$ cat config.mk
export PLATFORM = sky130hd
export DESIGN_NAME = burst_addr_gen
export DESIGN_NICKNAME = d
export VERILOG_FILES = /design/src/rtl/axi_ram_pkg.sv /design/src/rtl/burst_addr_gen.sv
export VERILOG_INCLUDE_DIRS = /design/src /design/src/include
export SDC_FILE = /design/constraint.sdc
export NUM_CORES = 1
export LEC_CHECK = 0
export BUFFER_PORTS_ARGS = -buffer_cell sky130_fd_sc_hd__buf_2
export CORE_MARGIN = 5
export CORE_UTILIZATION = 60
export DETAILED_ROUTE_END_ITERATION = 10
export HOLD_SLACK_MARGIN = 0.12
export PLACE_DENSITY_LB_ADDON = 0.1
export SLEW_MARGIN = 30
export SYNTH_ARGS = -nofsm -noshare
export SYNTH_HDL_FRONTEND = slang
export SYNTH_SLANG_ARGS = --single-unit
$ cat constraint.sdc
create_clock -name i_clk -period 5.6 [get_ports i_clk]
set_clock_uncertainty 0.05 [all_clocks]
set_input_delay 0.56 -clock i_clk [delete_from_list [all_inputs] [get_ports i_clk]]
set_output_delay 0.56 -clock i_clk [all_outputs]
set_load 0.02 [all_outputs]
$ cat src/include/axi_ram_cfg.svh
`ifndef AXI_RAM_CFG_SVH
`define AXI_RAM_CFG_SVH

// AXI address width in bits
`define AXI_RAM_ADDR_BITS 16

// Data bus width, one RAM word
`define AXI_RAM_DATA_BITS 32

// Transaction ID width
`define AXI_RAM_ID_BITS 4

// RAM depth in words
`define AXI_RAM_WORDS 256

// Start of the slave address window
`define AXI_RAM_BASE 16'h1000

`endif
$ cat src/rtl/axi_ram_pkg.sv
`include "axi_ram_cfg.svh"

package axi_ram_pkg;

    localparam int unsigned WORD_BYTES = `AXI_RAM_DATA_BITS / 8;
    localparam int unsigned WORD_SHIFT = $clog2(WORD_BYTES);  // Byte offset bits in an address

    typedef logic [`AXI_RAM_ADDR_BITS-1:0] addr_t;
    typedef logic [`AXI_RAM_DATA_BITS-1:0] data_t;
    typedef logic [WORD_BYTES-1:0]         strb_t;
    typedef logic [`AXI_RAM_ID_BITS-1:0]   id_t;
    typedef logic [7:0]                    len_t;   // Beats minus one
    typedef logic [2:0]                    size_t;  // Log2 of bytes per beat
    typedef logic [1:0]                    resp_t;

    localparam resp_t RESP_OKAY   = 2'd0;
    localparam resp_t RESP_SLVERR = 2'd2;

    typedef enum logic [1:0] {
        BURST_FIXED = 2'd0,
        BURST_INCR  = 2'd1,
        BURST_WRAP  = 2'd2
    } burst_e;

    typedef enum logic [2:0] {
        IDLE,
        WR_DATA,
        WR_BEAT,
        WR_RESP,
        RD_ADDR,
        RD_DATA,
        RD_LAST
    } axi_req_state_e;

    // AW and AR payload
    typedef struct packed {
        addr_t  addr;
        len_t   len;
        size_t  size;
        burst_e burst;
        id_t    id;
    } axi_addr_t;

    typedef struct packed {
        data_t data;
        strb_t strb;
        logic  last;
    } axi_w_t;

    typedef struct packed {
        id_t   id;
        resp_t resp;
    } axi_b_t;

    typedef struct packed {
        data_t data;
        id_t   id;
        resp_t resp;
        logic  last;
    } axi_r_t;

    // One beat towards the RAM, addr is a word index
    typedef struct packed {
        addr_t addr;
        logic  write;
        data_t wdata;
        strb_t wstrb;
    } mem_req_t;

    typedef struct packed {
        data_t rdata;
        logic  err;
    } mem_resp_t;

endpackage

$ cat src/rtl/burst_addr_gen.sv
`timescale 1ns/1ps

module burst_addr_gen (
    input  logic                   i_clk,
    input  logic                   i_nrst,
    input  logic                   i_load,
    input  logic                   i_step,
    input  axi_ram_pkg::axi_addr_t i_hdr,
    output axi_ram_pkg::addr_t     o_addr,
    output logic                   o_last
);
    import axi_ram_pkg::*;

    addr_t  addr_q;
    addr_t  bytes_q;     // Beat size in bytes
    addr_t  mask_q;      // Wrap window minus one
    burst_e burst_q;
    len_t   cnt_q;       // Beats left after the current one
    addr_t  load_bytes;
    addr_t  addr_incr;
    addr_t  addr_next;

    always_comb begin
        load_bytes = addr_t'(1) << i_hdr.size;
        addr_incr  = addr_q + bytes_q;
        case (burst_q)
            BURST_FIXED: addr_next = addr_q;
            BURST_WRAP:  addr_next = (addr_q & ~mask_q) | (addr_incr & mask_q);
            default:     addr_next = addr_incr;
        endcase
    end

    always_ff @(posedge i_clk or negedge i_nrst) begin
        if (!i_nrst) begin
            addr_q  <= '0;
            bytes_q <= '0;
            mask_q  <= '0;
            burst_q <= BURST_INCR;
            cnt_q   <= '0;
        end else if (i_load) begin
            addr_q  <= i_hdr.addr;
            bytes_q <= load_bytes;
            // Beat count is a power of two for WRAP
            mask_q  <= load_bytes * (addr_t'(i_hdr.len) + addr_t'(1)) - addr_t'(1);
            burst_q <= i_hdr.burst;
            cnt_q   <= i_hdr.len;
        end else if (i_step) begin
            addr_q <= addr_next;
            if (cnt_q != '0) begin
                cnt_q <= cnt_q - len_t'(1);
            end
        end
    end

    assign o_addr = addr_q;
    assign o_last = (cnt_q == '0);

endmodule

==> results of run 1 <==
report_power, final:
group          switching (W)  internal, W  leakage, nW
registers          0.0000754     0.000441        0.592
clock network       0.000129     0.000134       0.0514
logic               0.000481     0.000441         2.51
per-layer routing:
layer	track usage	share of wire	vias to the layer above
met5	0	0	-
met4	0.0694	0.021	0
li1	-	-	2314
met2	0.421	0.50	133
met1	0.320	0.43	2344
met3	0.0349	0.050	27
synth_stat cells (all sizes together) (11+ instances only):
library cell  number
mux2              16
nor3              11
inv               79
nor2              45
clkbuf            18
dfrtp             49
o21a              13
xor2              14
fa                47
ha                57
nand2             78
a21oi             35
o21ai             38
xnor2             20
per-stage QoR:
| stage | TNS (ps) | total power, W | util | area [um2] |
|---|---|---|---|---|
| final | 0 | 0.00170 | 0.705 | 6480 |
| after global routing | 0 | 0.00185 | 0.705 | 6480 |
| after CTS | 0 | 0.00169 | 0.699 | 6430 |
| after detailed placement | -552 | 0.00142 | 0.687 | 6320 |
| after global placement | -185 | 0.00139 | 0.687 | 6320 |
| after floorplan | 0 | 0.00113 | - | 5620 |
timing repair:
| item | CTS | global route |
|---|---|---|
| resized for setup | 0 | 11 |
| setup endpoints to repair | 0 | 5 |
| setup buffers | 0 | 0 |
| hold buffers | 0 | 0 |
logic make-up (layout without fill, tap and decap cells):
family / after synthesis / count (layout) / share of synthesized area
buffers and inverters: 100 / 189 / 0.0672
muxes: 18 / 18 / 0.0363
and+or+nand+nor: 194 / 194 / 0.168
xor gates and xnor gates: 34 / 34 / 0.0530
adders and majority gates: 104 / 104 / 0.294
AOI/OAI and AO/OA: 134 / 134 / 0.158
DFF: 50 / 50 / 0.223
cells in the final DEF, fill, tap and decap left out, types with 6 or more instances in the layout:
cell,n
a21oi_1,32
and2_1,7
and3_1,6
buf_2,48
buf_4,53
dfrtp_1,49
fa_1,47
ha_1,56
inv_1,79
mux2_2,15
nand2_1,78
nand2b_1,6
nand3_1,6
nor2_1,44
nor3_1,10
o211ai_1,7
o21a_1,13
o21ai_0,36
o22ai_1,8
xnor2_1,19
xor2_1,13
how the worst max path moves through the flow:
stage | start | slack (ps) | to | cells past startpoint
final | i_hdr[9] | 200 | mask_q[15] | 22
after global placement | i_hdr[9] | -100 | mask_q[15] | 18
after detailed placement | i_hdr[9] | -200 | mask_q[15] | 20
after CTS | i_hdr[9] | 80 | mask_q[15] | 20
after floorplan | i_hdr[9] | 20 | mask_q[15] | 21
after global routing | i_hdr[9] | 10 | mask_q[15] | 20
layout make-up:
type | count | area share
flip-flops and latches | 50 | 0.193
well taps | 111 | 0.0214
clock inverters | 2 | 0.00579
multi-input cells | 484 | 0.624
inverters | 80 | 0.0463
clock buffers | 6 | 0.0112
repair buffers | 101 | 0.0984
==> flow_summary.json, run 1 <==
{
  "grt_pass1_vias": 5024,
  "nNetsFinal": 863,
  "drtIter0Drc": 266,
  "critPathBufInv": 5,
  "holdWs_ps": 290,
  "viasPerCell": 5.78,
  "worst_pin_slew_ps": 660,
  "finalHoldViolations": 0,
  "dieWidth_um": 107,
  "grt_antenna_before_repair": 0,
  "synth-seq-cells": 50,
  "placed_cells": 826,
  "grt_setup_unrepaired": "false",
  "critical_path_class": "primary input to register",
  "place_ws_ps": -204,
  "synthArstFlopShare": 1.00,
  "synth_area_leaders": "dfrtp_1 (22%), fa_1 (17%), ha_1 (13%), inv_1 (5.3%), nand2_1 (5.2%)",
  "cts_buffer_depth": 2,
  "synth-edff-count": 0,
  "drv_slew": 0,
  "slowest_stage": "fa_1",
  "maxSlewHeadroom": 0.560,
  "cp_common_cell": "fa_1",
  "synth-warning-count": 0,
  "vias": 4818,
  "clk_latency_ps": 310,
  "crit_path_end_kind": "register",
  "antenna_cells": 0,
  "cts.sinks": 50,
  "core_um2": 9200,
  "arrival_ps": 5550,
  "synth.top_cell.area_share": 0.218,
  "syn_to_final_growth_pct": 15.3,
  "cts_root_buf": "clkbuf_8",
  "port-buffer-count": 49,
  "globalplace.congestion": 0.935,
  "start_util": 0.611,
  "critPathTopFamily": "adder cells",
  "seq_area_frac_synth": 0.223,
  "post-route-period-util": 0.964,
  "period_minus_slack_ps": 5400,
  "setup_viol": 0,
  "status": "complete, no violations",
  "power_density_nw_per_um2": 262,
  "synth_flop_cell": "dfrtp_1",
  "multi_input_area_um2": 4040,
  "worstPathRequired_ps": 5750,
  "fillers": 753,
  "syn_inst": 634,
  "drc_errors": 0,
  "cts_tree": "done",
  "fmax_ghz": 0.185,
  "cp_slowest_stage_delay_ps": 560,
  "num_io_pins": 54,
  "path_clk_slew_ps": 100,
  "yosysUniqueCellTypes": 71,
  "rows": 35,
  "drt_pre_antenna_iters": 5,
  "drive_gt1_frac": 0.213,
  "hold_path.class": "primary input to async pin",
  "ff2ff_setup_slack_ps": 2860,
  "synth_area_leader_cell": "dfrtp_1",
  "syn_area_um2": 5620,
  "cts_buffers": 5,
  "grt_max_degree": 63,
  "syn_area_per_cell_um2": 8.86,
  "drv_cap": 0,
  "ant_nets": 0,
  "gr-usage-all-layers": 0.244,
  "worstPathCellList": "buf_2 -> ha_2 -> nand3_2 -> nor2_4 -> buf_4 -> xnor2_1 -> buf_4 -> nor2_1 -> fa_1 -> inv_1 -> fa_1 -> fa_1 -> inv_1 -> fa_1 -> ha_1 -> ha_1 -> a21oi_2 -> o21ai_0 -> a211oi_1 -> o31ai_2 -> and3_1 -> a221o_1",
  "synth_nets": 775,
  "grt_pass1_wl_um": 22700,
  "cp_max_fo": 4,
  "start_kind": "primary input",
  "seq_area_um2": 1250,
  "routed_wl_um": 13300,
  "fp.dieH_um": 107,
  "instances_no_fill": 834,
  "reg2reg_depth": 9,
  "dieArea_um2": 11400,
  "power_leakage_nw": 3.15,
  "dp_hpwl_um": 10700,
  "layout_setup_ws_ps": 203,
  "ctsHtreeMaxLevel": 2,
  "wire_per_inst_um": 15.9,
  "max-vdd-ir-drop_uv": 241,
  "overflow": 0
}
(Power assumes the default switching activity.)
==> run 2: changes to the inputs <==
Settings changed: ABC_AREA set to 1.
==> flow_summary.json, run 2 <==
{
  "syn_area_per_cell_um2": 7.17,
  "slowest_stage": "fa_1",
  "max-vdd-ir-drop_uv": 120,
  "postCtsSetupBuffers": 0,
  "worstPathRequired_ps": 5750,
  "gr-usage-all-layers": 0.264,
  "arrival_ps": 5430,
  "drtIter0Drc": 336,
  "synthMuxAreaShare": 0,
  "synth-simple-area-share": 0.269,
  "syn_to_final_growth_pct": 9.88,
  "drc_errors": 0,
  "synth-warning-count": 0,
  "drive_gt1_frac": 0.109,
  "cts.sinks": 50,
  "setup_viol": 0,
  "synth_top_family_by_area": "adder cells",
  "status": "complete, no violations",
  "placed_area_um2": 6450,
  "grt_setup_unrepaired": "false",
  "grt_antenna_before_repair": 0,
  "final_cell_mix": "nand2_1 (219), inv_1 (149), nor2_1 (94), ha_1 (57)",
  "crit_path_end_kind": "register",
  "core_um2": 9730,
  "globalplace.congestion": 0.950,
  "hold_path.class": "primary input to async pin",
  "dieArea_um2": 12100,
  "post-route-period-util": 0.944,
  "worst_pin_slew_ps": 996,
  "critPathTopFamily": "adder cells",
  "drt_pre_antenna_iters": 5,
  "path_clk_slew_ps": 100,
  "synth_flop_cell": "dfrtp_1",
  "dieWidth_um": 110,
  "num_io_pins": 54,
  "nNetsFinal": 1035,
  "routed_wl_um": 14400,
  "fin_area_um2": 6570,
  "rows": 36,
  "seq_area_um2": 1250,
  "power_density_nw_per_um2": 269,
  "syn_inst": 834,
  "synth_most_common_cell": "nand2_1",
  "syn_area_um2": 5980,
  "synth_nets": 975,
  "period_minus_slack_ps": 5280,
  "power_leakage_nw": 3.60,
  "multi_input_area_um2": 4080,
  "synth-xor-area-share": 0.0308,
  "synth_area_leader_cell": "dfrtp_1",
  "cp_common_cell": "nand2_1",
  "ant_nets": 0,
  "yosysUniqueCellTypes": 38,
  "cts_tree": "done",
  "clk_latency_ps": 310,
  "synth-seq-cells": 50,
  "vias": 5467,
  "holdWs_ps": 296,
  "cts_root_buf": "clkbuf_8",
  "drv_slew": 0,
  "cp_max_fo": 6,
  "antenna_cells": 0,
  "synthArstFlopShare": 1.00,
  "critical_path_class": "primary input to register",
  "maxSlewHeadroom": 0.334,
  "ctsHtreeMaxLevel": 2,
  "port-buffer-count": 49,
  "dp_hpwl_um": 11700,
  "grt_pass1_vias": 5522,
  "start_kind": "primary input",
  "seq_area_frac_synth": 0.210,
  "layout_commonest_cell": "nand2_1",
  "synth-edff-count": 0,
  "start_util": 0.614,
  "synth_area_leaders": "dfrtp_1 (21%), fa_1 (16%), nand2_1 (14%), ha_1 (12%), inv_1 (9.4%)",
  "wire_per_inst_um": 14.0,
  "cts_buffer_depth": 2,
  "fmax_ghz": 0.189,
  "synthAdderAreaFrac": 0.277,
  "synthTopCellsByCount": "nand2_1 (219), inv_1 (149), nor2_1 (95)",
  "fillers": 886,
  "hold_buffers": 0,
  "fp.dieH_um": 110,
  "synth.top_cell.area_share": 0.205,
  "grt_max_degree": 59,
  "final_core_util": 0.675,
  "cts_buffers": 5,
  "critPathBufInv": 5,
  "overflow": 0,
  "drv_cap": 0,
  "finalHoldViolations": 0,
  "cp_slowest_stage_delay_ps": 530,
  "grt_pass1_wl_um": 25300,
  "synth_compound_area_frac": 0.104,
  "viasPerCell": 5.32
}
==> run 2: changes by cell type in the layout (fill, tap and decap cells not counted), sizes merged, moves of 6 or more <==
cell    change
nand3      +35
inv        +77
and2        -7
buf        -34
and3        -6
o22ai       -7
or3         -6
xnor2      -15
nand2b      -6
a21oi       +7
nand2     +142
o21a       -12
mux2       -16
nor2       +51
==> run 2: final cells by class <==
cell class                 count  area share
clock buffer                   7      0.0147
multi-input combinational    614       0.621
clock inverter                 1     0.00133
sequential                    50       0.191
timing repair buffer          67      0.0579
tap                          133      0.0253
inverter                     156      0.0892
==> run 2: worst paths after layout <==
check | depth (start not counted) | from | slack [ps] | end
hold reg to reg | 2 | mask_q[11] | 440 | mask_q[11]
max in group asynchronous | 2 | i_nrst | 4750 | mask_q[14]
setup reg to reg | 6 | burst_q[0] | 3060 | register
setup / recovery | 25 | i_hdr[9] | 320 | mask_q[15]
hold / removal | 2 | i_nrst | 300 | async pin
min in group i_clk | 3 | i_hdr[5] | 410 | burst_q[1]
==> run 2: cell families after synthesis <==
family | Yosys count
flops | 50
fa+ha+maj | 104
buf+inv | 170
compound gates | 109
simple gates | 380
xor+xnor | 21
==> run 2: report_power, final <==
group | internal [W] | total, W | switching (W)
Clock | 0.000114 | 0.000240 | 0.000127
Combinational | 0.000377 | 0.000991 | 0.000614
Sequential | 0.000452 | 0.000536 | 0.0000840
Total | 0.000942 | 0.00177 | 0.000825
==> run 2: layer usage <==
metal / wire [um] / track usage
met2: 7120 / 0.466
met5: 0 / 0
met1: 6210 / 0.332
met3: 655 / 0.0258
met4: 438 / 0.101
==> run 2: repair_timing <==
action,4_1_cts,5_1_grt
hold endpoints to repair,0,0
resized for setup,0,2
setup endpoints to repair,0,2
==> run 2: metrics by stage <==
stage / cells / total power, W / setup TNS, ps / worst slack [ps]
2_1_floorplan: 834 / 0.00125 / 0 / 496
3_3_place_gp: 1020 / 0.00150 / 0 / 90.5
3_5_place_dp: 1020 / 0.00152 / -28.3 / -28.3
4_1_cts: 1028 / 0.00177 / 0 / 300
5_1_grt: 1028 / 0.00196 / 0 / 38.6
6_report: 1028 / 0.00177 / 0 / 315
