File: config.mk
export PLATFORM = sky130hd
export DESIGN_NAME = axi_slv_fsm
export DESIGN_NICKNAME = d
export VERILOG_FILES = /design/src/rtl/axi_ram_pkg.sv /design/src/rtl/axi_slv_fsm.sv
export VERILOG_INCLUDE_DIRS = /design/src /design/src/include
export SDC_FILE = /design/constraint.sdc
export NUM_CORES = 1
export LEC_CHECK = 0
export BUFFER_PORTS_ARGS = -buffer_cell sky130_fd_sc_hd__buf_2
export CAP_MARGIN = 25
export CORE_AREA = 2 2 118 120
export CTS_CLUSTER_SIZE = 24
export DETAILED_ROUTE_END_ITERATION = 8
export DIE_AREA = 0 0 120 122
export GPL_TIMING_DRIVEN = 0
export PLACE_DENSITY_LB_ADDON = 0.3
export SYNTH_ARGS = -nofsm -noshare
export SYNTH_HDL_FRONTEND = slang
export SYNTH_SLANG_ARGS = --single-unit
File: constraint.sdc
create_clock -name i_clk -period 3 [get_ports i_clk]
set_input_delay 0.6 -clock i_clk [delete_from_list [all_inputs] [get_ports i_clk]]
set_output_delay 0.6 -clock i_clk [all_outputs]
set_load 0.02 [all_outputs]
File: src/include/axi_ram_cfg.svh
`ifndef AXI_RAM_CFG_SVH
`define AXI_RAM_CFG_SVH

// AXI address width in bits
`define AXI_RAM_ADDR_BITS 16

// Data bus width, one RAM word
`define AXI_RAM_DATA_BITS 32

// Transaction ID width
`define AXI_RAM_ID_BITS 4

// RAM depth in words
`define AXI_RAM_WORDS 256

// Start of the slave address window
`define AXI_RAM_BASE 16'h1000

`endif
File: src/rtl/axi_ram_pkg.sv
`include "axi_ram_cfg.svh"

package axi_ram_pkg;

    localparam int unsigned WORD_BYTES = `AXI_RAM_DATA_BITS / 8;
    localparam int unsigned WORD_SHIFT = $clog2(WORD_BYTES);  // Byte offset bits in an address

    typedef logic [`AXI_RAM_ADDR_BITS-1:0] addr_t;
    typedef logic [`AXI_RAM_DATA_BITS-1:0] data_t;
    typedef logic [WORD_BYTES-1:0]         strb_t;
    typedef logic [`AXI_RAM_ID_BITS-1:0]   id_t;
    typedef logic [7:0]                    len_t;   // Beats minus one
    typedef logic [2:0]                    size_t;  // Log2 of bytes per beat
    typedef logic [1:0]                    resp_t;

    localparam resp_t RESP_OKAY   = 2'd0;
    localparam resp_t RESP_SLVERR = 2'd2;

    typedef enum logic [1:0] {
        BURST_FIXED = 2'd0,
        BURST_INCR  = 2'd1,
        BURST_WRAP  = 2'd2
    } burst_e;

    typedef enum logic [2:0] {
        IDLE,
        WR_DATA,
        WR_BEAT,
        WR_RESP,
        RD_ADDR,
        RD_DATA,
        RD_LAST
    } axi_req_state_e;

    // AW and AR payload
    typedef struct packed {
        addr_t  addr;
        len_t   len;
        size_t  size;
        burst_e burst;
        id_t    id;
    } axi_addr_t;

    typedef struct packed {
        data_t data;
        strb_t strb;
        logic  last;
    } axi_w_t;

    typedef struct packed {
        id_t   id;
        resp_t resp;
    } axi_b_t;

    typedef struct packed {
        data_t data;
        id_t   id;
        resp_t resp;
        logic  last;
    } axi_r_t;

    // One beat towards the RAM, addr is a word index
    typedef struct packed {
        addr_t addr;
        logic  write;
        data_t wdata;
        strb_t wstrb;
    } mem_req_t;

    typedef struct packed {
        data_t rdata;
        logic  err;
    } mem_resp_t;

endpackage

File: src/rtl/axi_slv_fsm.sv
`timescale 1ns/1ps
`include "axi_ram_cfg.svh"

module axi_slv_fsm (
    input  logic                   i_clk,
    input  logic                   i_nrst,
    input  logic                   i_aw_valid,
    input  axi_ram_pkg::axi_addr_t i_aw,
    output logic                   o_aw_ready,
    input  logic                   i_w_valid,
    input  axi_ram_pkg::axi_w_t    i_w,
    output logic                   o_w_ready,
    input  logic                   i_ar_valid,
    input  axi_ram_pkg::axi_addr_t i_ar,
    output logic                   o_ar_ready,
    output logic                   o_b_valid,
    output axi_ram_pkg::axi_b_t    o_b,
    input  logic                   i_b_ready,
    output logic                   o_r_valid,
    output axi_ram_pkg::axi_r_t    o_r,
    input  logic                   i_r_ready,
    output logic                   o_load,
    output logic                   o_step,
    output axi_ram_pkg::axi_addr_t o_hdr,
    input  axi_ram_pkg::addr_t     i_beat_addr,
    input  logic                   i_last,
    output logic                   o_mem_valid,
    output axi_ram_pkg::mem_req_t  o_mem_req,
    input  logic                   i_mem_resp_valid,
    input  axi_ram_pkg::mem_resp_t i_mem_resp
);
    import axi_ram_pkg::*;

    axi_req_state_e state_q, state_d;
    logic   w_held_q;    // W beat taken in IDLE before its AW
    logic   err_q;       // Sticky error over the write burst
    logic   rd_last_q;   // Issued read beat is the final one
    logic   b_valid_q;
    logic   r_valid_q;
    id_t    id_q;
    data_t  wdata_q;
    strb_t  wstrb_q;
    axi_r_t r_q;         // R slot
    logic   w_take;

    assign w_take = i_w_valid & o_w_ready;

    // Header for the address generator, write has priority
    always_comb begin
        o_hdr      = i_aw_valid ? i_aw : i_ar;
        o_hdr.addr = o_hdr.addr - addr_t'(`AXI_RAM_BASE);
    end

    always_comb begin
        state_d     = state_q;
        o_aw_ready  = 1'b0;
        o_w_ready   = 1'b0;
        o_ar_ready  = 1'b0;
        o_load      = 1'b0;
        o_step      = 1'b0;
        o_mem_valid = 1'b0;
        case (state_q)
            IDLE: begin
                o_aw_ready = 1'b1;
                o_w_ready  = ~w_held_q;
                o_ar_ready = ~i_aw_valid & ~w_held_q;
                if (i_aw_valid) begin
                    o_load  = 1'b1;
                    state_d = (w_held_q || i_w_valid) ? WR_BEAT : WR_DATA;
                end else if (i_ar_valid && o_ar_ready) begin
                    o_load  = 1'b1;
                    state_d = RD_ADDR;
                end
            end
            WR_DATA: begin
                o_w_ready = 1'b1;
                if (i_w_valid) begin
                    state_d = WR_BEAT;
                end
            end
            WR_BEAT: begin
                o_mem_valid = 1'b1;       // RAM takes it this cycle
                o_step      = 1'b1;
                o_w_ready   = ~i_last;    // Next beat overlaps the current request
                if (i_last) begin
                    state_d = WR_RESP;
                end else if (!i_w_valid) begin
                    state_d = WR_DATA;
                end
            end
            WR_RESP: begin
                if (b_valid_q && i_b_ready) begin
                    state_d = IDLE;
                end
            end
            RD_ADDR: begin
                // Issue only when the R slot is free by the time data returns
                if (!r_valid_q || i_r_ready) begin
                    o_mem_valid = 1'b1;
                    o_step      = 1'b1;
                    state_d     = RD_DATA;
                end
            end
            RD_DATA: begin
                if (i_mem_resp_valid) begin
                    state_d = rd_last_q ? RD_LAST : RD_ADDR;
                end
            end
            RD_LAST: begin
                if (r_valid_q && i_r_ready) begin
                    state_d = IDLE;
                end
            end
            default: state_d = IDLE;
        endcase
    end

    always_ff @(posedge i_clk or negedge i_nrst) begin
        if (!i_nrst) begin
            state_q   <= IDLE;
            w_held_q  <= 1'b0;
            err_q     <= 1'b0;
            rd_last_q <= 1'b0;
            b_valid_q <= 1'b0;
            r_valid_q <= 1'b0;
        end else begin
            state_q <= state_d;
            if (state_q == IDLE) begin
                if (i_aw_valid) begin
                    w_held_q <= 1'b0;
                end else if (w_take) begin
                    w_held_q <= 1'b1;
                end
            end
            if (o_load) begin
                err_q <= 1'b0;
            end else if (i_mem_resp_valid && i_mem_resp.err) begin
                err_q <= 1'b1;
            end
            if (state_q == RD_ADDR && o_mem_valid) begin
                rd_last_q <= i_last;
            end
            // Last write response arrives on the first WR_RESP cycle
            if (state_q == WR_RESP) begin
                if (b_valid_q && i_b_ready) begin
                    b_valid_q <= 1'b0;
                end else if (i_mem_resp_valid) begin
                    b_valid_q <= 1'b1;
                end
            end
            if (state_q == RD_DATA && i_mem_resp_valid) begin
                r_valid_q <= 1'b1;
            end else if (i_r_ready) begin
                r_valid_q <= 1'b0;
            end
        end
    end

    always_ff @(posedge i_clk) begin
        if (o_load) begin
            id_q <= o_hdr.id;
        end
        if (w_take) begin
            wdata_q <= i_w.data;
            wstrb_q <= i_w.strb;
        end
        if (state_q == RD_DATA && i_mem_resp_valid) begin
            r_q.data <= i_mem_resp.rdata;
            r_q.id   <= id_q;
            r_q.resp <= i_mem_resp.err ? RESP_SLVERR : RESP_OKAY;
            r_q.last <= rd_last_q;
        end
    end

    always_comb begin
        o_b.id          = id_q;
        o_b.resp        = err_q ? RESP_SLVERR : RESP_OKAY;
        o_mem_req.addr  = i_beat_addr >> WORD_SHIFT;
        o_mem_req.write = (state_q == WR_BEAT);
        o_mem_req.wdata = wdata_q;
        o_mem_req.wstrb = wstrb_q;
    end

    assign o_b_valid = b_valid_q;
    assign o_r_valid = r_valid_q;
    assign o_r       = r_q;

endmodule

==> metrics.md, run 1 <==
| Metric | Value |
|---|---|
| Run status | `finished clean` |
| Compound-cell area share of the yosys netlist | `3.99%` |
| Post-synthesis mux area share | `11.2%` |
| Synth top area cells | `edfxtp_1 67%, mux2_2 10%, dfrtp_1 5.8%, buf_4 4.5%, mux2i_1 1.2%` |
| TritonRoute pass-1 iters | `4` |
| Distinct cells, synth | `39` |
| Combinational fraction of design power | `32.7%` |
| Post_cts resized | `1` |
| Synth-to-layout area growth | `55.3%` |
| Pwr dens | `764 nW/um^2` |
| Wire length per cell | `15.0 um` |
| Sequential fraction of the synthesis area | `73.1%` |
| Inserted Clock Buffers | `9` |
| Fin Hold WS | `0.107 ns` |
| Worst reg2reg setup slack | `0.67 ns` |
| Die Footprint | `14,600 um^2` |
| Adder-cell area share of the yosys netlist | `0.360%` |
| Number of flops mapped to enable cells by yosys | `78` |
| Clk_lat worst skew | `0.33 ns` |
| CP Launch Type | `input port` |
| Ant. Diodes | `0` |
| Setup Slack @ Placement | `-0.159 ns` |
| Unrepaired setup endpoints after global routing | `false` |
| Total vias in the final route | `2,793` |
| Final Cycle Share | `84.8%` |
| WS Path Type | `in -> out` |
| Final Wtd Congestion | `0.798` |
| Post-synth top area share | `67.4%` |
| Max IR drop VDD | `0.220 mV` |
| Worst-Margin Slew | `0.896 ns` |
| CTS tree | `done` |
| Port Buffers | `278` |
| Layout cell share with drive strength beyond 1 | `71.1%` |
| Final Max Tran Viols | `0` |
| Largest family of logic cells by synthesized area | `multiplexers` |
| Net Sw Frac | `33.6%` |
| Synth Area in Simple Gates | `4.53%` |
| Routed Antenna Nets | `0` |
| Sw Pwr | `1.39 mW` |
| First-pass GRT wire length | `14.4 mm` |
| Worst setup path endpoint | `o_load` |
| Highest net fanout along the worst path | `13` |
| Filler cells | `1,316` |
| Worst EP arrival | `1.94 ns` |
| Dpl hpwl | `8.48 mm` |
| Die Span Y | `122 um` |
| Area leader, netlist | `edfxtp_1` |
| DRC Markers | `0` |
| CTS H-Tree Depth | `3` |
| Global route total overflow | `0` |
| Top Ports | `300` |
| Worst clock skew | `0.0112 ns` |
| Core Util, Final | `40.0%` |
| Synth Cell Area | `3480 um^2` |
| Final WL | `10.2 mm` |
| Asr flop ratio synth | `9.30%` |
| DP Area | `5110 um^2` |
| Core Footprint | `13,500 um^2` |
| Syn_area_per_cell | `16.9 um^2` |
| Commonest register cell after synthesis | `edfxtp_1` |
| Root buffer cell | `clkbuf_16` |
| Iter 0 DRT Violations | `102` |
| Commonest cells post-synth | `78 x edfxtp_1, 31 x mux2_2, 21 x buf_4, 8 x dfrtp_1` |
| Worst r2r src | `state_q[0]` |
| Static leakage | `2.48 nW` |
| Synth warn | `0` |
| Total track usage | `13.2%` |
| Initial antenna violation count | `0` |
| Final setup vio count | `0` |
| Worst R2R Path Depth | `4` |
| Final hold violation count | `0` |
| Slew HR | `40.2%` |
| Sequential share of power | `40.8%` |
| Final Power | `4.13 mW` |
| Hold Path Class | `in -> async` |
| Design Area, Final | `5400 um^2` |
| CP startpoint | `i_aw_valid` |
| Initial core utilization | `25.7%` |
| Max Cap Viol | `0` |
| Yosys reg bits | `86` |
| Clk network pwr share | `26.5%` |
| Fin nets | `659` |
| Final WS setup | `0.456 ns` |
| Die X | `120 um` |
| # hold bufs at CTS | `0` |
| Largest net degree at the start of global routing | `39` |
| CP Capture Type | `output port` |
| P_int | `2.74 mW` |
| Post-synthesis xor/xnor area fraction | `0.504%` |
| Minimum clock period | `2.54 ns` |
| Setup bufs post-CTS | `0` |
| DR vias/cell | `4.10` |
| Row cnt | `43` |
| Clk sinks | `86` |
| RR Endpoint | `wdata_q[27]` |
| Longest Clk Path Bufs | `2` |
| CTS clk-pin slew, worst paths | `0.07 ns` |
| Cell count after synthesis | `206` |
| CP required | `2.40 ns` |
| Vias in the first global route | `2,777` |
| Most numerous cell in the Yosys netlist | `edfxtp_1` |
| Fmax | `393 MHz` |
==> power groups by stage <==
stage | clock [mW] | combinational (mW) | sequential, mW
after floorplan | 0 | 0.643 | 1.94
final | 1.09 | 1.35 | 1.69
after CTS | 1.13 | 1.37 | 1.69
after global placement | 0 | 1.35 | 1.71
after detailed placement | 0 | 1.36 | 1.71
after global routing | 1.18 | 1.46 | 1.71
==> state kept, by name, indices dropped and copies added, names as in the netlist <==
signal     cells
o_r           38
wdata_q       32
id_q           4
wstrb_q        4
state_q        3
err_q          1
o_b_valid      1
o_r_valid      1
rd_last_q      1
w_held_q       1
==> cell type report <==
class / count / area, um^2 / area share [%]
plain buffers: 26 / 186 / 3.45
clock buffers: 9 / 225 / 4.17
clock inverters: 6 / 71.3 / 1.32
inverters: 6 / 25.0 / 0.463
multi-input cells: 90 / 734 / 13.6
flip-flops and latches: 86 / 2540 / 47.1
well taps: 180 / 225 / 4.17
repair buffers: 278 / 1390 / 25.8
==> cells by family (layout without fill, tap and decap cells) <==
logic type,count (synthesis),count (layout)
AND/OR/NAND/NOR,28,28
buffers and inverters,33,325
AO/OA/AOI/OAI,20,20
other,1,4
XOR/XNOR,2,2
multiplexers,35,35
flip-flops,86,86
adder cells (fa/ha/maj),1,1
==> critical path, stage by stage <==
cell	delay (ns)
buf_2	0.29
clkbuf_1	0.41
a21oi_1	0.10
nor2_2	0.30
buf_2	0.24
==> metrics by stage <==
stage,cells,TNS (ns)
floorplan,209,0
global placement,667,-0.123
detailed placement,667,-0.159
CTS,682,0
global route,681,0
finish,681,0
==> worst min-delay path by stage <==
stage	cells after the start	to	slack (ns)	startpoint
global placement	0	o_r[6]	0.43	id_q[3]
floorplan	0	err_q	0.30	i_nrst
finish	1	err_q	0.11	i_nrst
CTS	1	err_q	0.10	i_nrst
global route	1	err_q	0.10	i_nrst
detailed placement	0	o_r[5]	0.44	id_q[2]
==> cell usage in the layout (no fill, tap or decap), types with 5 or more instances in the layout <==
cell type and n:
buf_2 280, edfxtp_1 78, mux2_2 31, buf_4 21, clkbuf_16 9, dfrtp_1 8
a21oi_1 6, nor2_1 5
==> per-layer routing <==
layer  global-route usage (%)  vias up  share of wire [%]
li1                         -     1340                  -
met1                     14.1     1288                 35
met2                     25.1      161                 56
met3                     2.95        4                7.9
met4                     5.51        0               0.64
met5                        0        -                  0
No activity file was read; power rests on OpenSTA's default activity.
==> run 2: changes to the inputs <==
- ABC_AREA: not set -> 1
- CORE_AREA: 2 2 118 120 -> 2 2 115 117
- DIE_AREA: 0 0 120 122 -> 0 0 117 119
- clock period: 3 -> 2.37 ns (I/O delays scaled with it)
==> run 2 against run 1 <==
  * Hold slack better by 0.20 ns
  * Routed wire length is 2.7% higher
  * Cell area increased by 1.5%
  * Clock power increased by 41%
  * Sequential share of layout area decreased by 0.70 points
  * Register-to-register slack got worse by 0.39 ns
  * Utilization rose by 2.6 points
  * Power up 30%
  * Final cell count is 14% higher
  * Flip-flop and latch count stayed put
  * Die area is 4.9% lower
  * Critical path type is now reg -> out
  * Critical endpoint unchanged
  * Highest routed layer unchanged
==> metrics.md, run 2 <==
| Metric | Value |
|---|---|
| TritonRoute pass-1 iters | `4` |
| Yosys reg bits | `86` |
| CP Capture Type | `output port` |
| Die X | `117 um` |
| Final hold violation count | `0` |
| Highest net fanout along the worst path | `7` |
| Sw Pwr | `1.86 mW` |
| Post-synth top area share | `66.7%` |
| Pwr dens | `982 nW/um^2` |
| Vias in the first global route | `3,217` |
| Crit path cell chain | `nor2_1 -> nand2_2 -> a21oi_2 -> buf_2` |
| Initial core utilization | `27.3%` |
| Worst-Margin Slew | `0.815 ns` |
| Total vias in the final route | `3,154` |
| Synth warn | `0` |
| Fin nets | `752` |
| WHS Endpoint | `wdata_q[4]` |
| Sequential share of power | `40.0%` |
| Slowest stage delay, CP | `0.48 ns` |
| Final setup vio count | `0` |
| DR vias/cell | `4.08` |
| Clk_lat worst skew | `0.33 ns` |
| Setup Slack @ Placement | `0.0523 ns` |
| Max Cap Viol | `0` |
| Layout cell share with drive strength beyond 1 | `55.1%` |
| Fmax | `456 MHz` |
| Wire length per cell | `13.6 um` |
| CP Launch Type | `register` |
| Setup total negative slack | `0 ns` |
| First-pass GRT wire length | `15.2 mm` |
| Final Wtd Congestion | `0.879` |
| Port Buffers | `277` |
| Worst EP arrival | `1.72 ns` |
| Hold Path Depth | `1` |
| WS Path Type | `reg -> out` |
| Final Cycle Share | `92.5%` |
| Max IR drop VDD | `0.316 mV` |
| P_int | `3.52 mW` |
| Clk network pwr share | `28.6%` |
| Most numerous cell in the Yosys netlist | `nand2_1` |
| Dpl hpwl | `8.79 mm` |
| Slowest-stage cell, CP | `dfrtp_1` |
| Root buffer cell | `clkbuf_16` |
| Final WL | `10.5 mm` |
| Slew HR | `45.6%` |
| Largest net degree at the start of global routing | `39` |
| CP required | `1.90 ns` |
| Asr flop ratio synth | `9.30%` |
| Net Sw Frac | `34.6%` |
| Die Footprint | `13,900 um^2` |
| Core Footprint | `12,900 um^2` |
| Run status | `finished clean` |
| CTS H-Tree Depth | `3` |
| Final Max Tran Viols | `0` |
| Longest Clk Path Bufs | `2` |
| Cell count after synthesis | `298` |
| Routed Antenna Nets | `0` |
| Worst clock skew | `0.00824 ns` |
| Synth-to-layout area growth | `56.1%` |
| Multi-input gate area | `738 um^2` |
| DRC Markers | `0` |
| Global route total overflow | `0` |
| Hold Path Class | `in -> reg` |
| Inserted Clock Buffers | `9` |
| Hold Path Origin | `i_w[9]` |
| Max reg flops | `38` |
| Area leader, netlist | `edfxtp_1` |
| CTS tree | `done` |
| Clk sinks | `86` |
| Static leakage | `2.74 nW` |
| Synth Cell Area | `3510 um^2` |
| Commonest register cell after synthesis | `edfxtp_1` |
| Synth top area cells | `edfxtp_1 67%, nand2_1 13%, dfrtp_1 5.7%, buf_4 4.5%, inv_1 1.5%` |
| Worst r2r src | `state_q[0]` |
| Die Span Y | `119 um` |
| Iter 0 DRT Violations | `111` |
| Top Ports | `300` |
| Worst R2R Path Depth | `5` |
| Commonest non-fill, non-tap cells in the layout | `279 x buf_2, 124 x nand2_1, 78 x edfxtp_1` |
| Commonest cells post-synth | `124 x nand2_1, 78 x edfxtp_1, 21 x buf_4, 14 x inv_1, 11 x nor2_1` |
| Unrepaired setup endpoints after global routing | `true` |
| Combinational fraction of design power | `31.4%` |
| Syn_area_per_cell | `11.8 um^2` |
| Filler cells | `1,223` |
| Sequential fraction of the synthesis area | `72.4%` |
| Total track usage | `14.7%` |
| Distinct cells, synth | `23` |
| Most common cell after layout, fill and taps aside | `buf_2` |
| Number of flops mapped to enable cells by yosys | `78` |
| Initial antenna violation count | `2` |
| Worst reg2reg setup slack | `0.28 ns` |
| CTS clk-pin slew, worst paths | `0.07 ns` |
| Row cnt | `42` |
| Minimum clock period | `2.19 ns` |
| Register area | `2540 um^2` |
| RR Endpoint | `wstrb_q[0]` |
| Final WS setup | `0.179 ns` |
-- run 2: what timing repair did --
action                     in CTS  in global routing
hold endpoints to repair        8                  0
setup endpoints to repair       1                  2
gates resized for setup         1                  0
cloned                          0                  0
setup buffers                   0                  0
hold buffers                    1                  0
-- run 2: through the flow --
stage          hold slack [ns]  area, um^2  std cells  utilization [%]  power, mW
6_report                 0.311        5480        773             42.6       5.38
5_1_grt                  0.296        5480        773             42.6       5.70
4_1_cts                  0.300        5480        771             42.5       5.46
3_5_place_dp             0.342        5130        754             39.9       3.90
3_3_place_gp             0.339        5130        754             39.9       3.88
2_1_floorplan            0.178        3530        301                -       3.25
-- run 2: cell families after synthesis --
| family | count (synthesis) | share of synthesized area [%] |
|---|---|---|
| and+or+nand+nor | 154 | 17.8 |
| DFF | 86 | 72.4 |
| buffers and inverters | 44 | 7.02 |
| AOI/OAI and AO/OA | 8 | 1.21 |
| xor gates and xnor gates | 2 | 0.499 |
| muxes | 2 | 0.570 |
| adders and majority gates | 1 | 0.356 |
| other | 1 | 0.107 |
-- run 2: per-layer routing --
| metal | vias up | track usage [%] | wire length [um] |
|---|---|---|---|
| li1 | 1545 | - | - |
| met1 | 1407 | 13.2 | 3460 |
| met2 | 183 | 28.8 | 5810 |
| met3 | 19 | 4.58 | 934 |
| met4 | 0 | 6.62 | 276 |
| met5 | - | 0 | 0 |
-- run 2: worst max path at each step --
stage / startpoint / endpoint / cells past startpoint / slack [ns]
global route: state_q[2] / o_step / 7 / -0.01
global placement: state_q[0] / o_r[31] / 4 / 0.02
CTS: state_q[0] / o_load / 4 / 0.13
detailed placement: i_aw_valid / o_load / 5 / 0.05
floorplan: i_aw_valid / o_hdr[31] / 4 / 0.11
finish: state_q[0] / o_load / 4 / 0.18
-- run 2: final cells by class --
type | count | share of cell area, %
sequential | 86 | 46.4
timing repair buffer | 278 | 25.5
inverter | 16 | 1.16
antenna | 2 | 0.0913
clock inverter | 7 | 1.92
buffer | 28 | 3.40
tap | 176 | 4.02
clock buffer | 9 | 4.11
multi-input combinational | 171 | 13.5
-- run 2: power groups by stage --
stage               Sequential (mW)  Combinational, mW  Clock [mW]
finish                         2.16               1.69        1.54
global route                   2.20               1.86        1.64
CTS                            2.16               1.72        1.58
detailed placement             2.19               1.71           0
global placement               2.18               1.70           0
floorplan                      2.48              0.770           0
-- run 2: worst max-delay path, delay by kind of cell (launching register included) --
family / cells / cell delay (ns)
compound gates: 1 / 0.30
simple gates: 2 / 0.37
buf+inv: 1 / 0.24
flops: 1 / 0.48
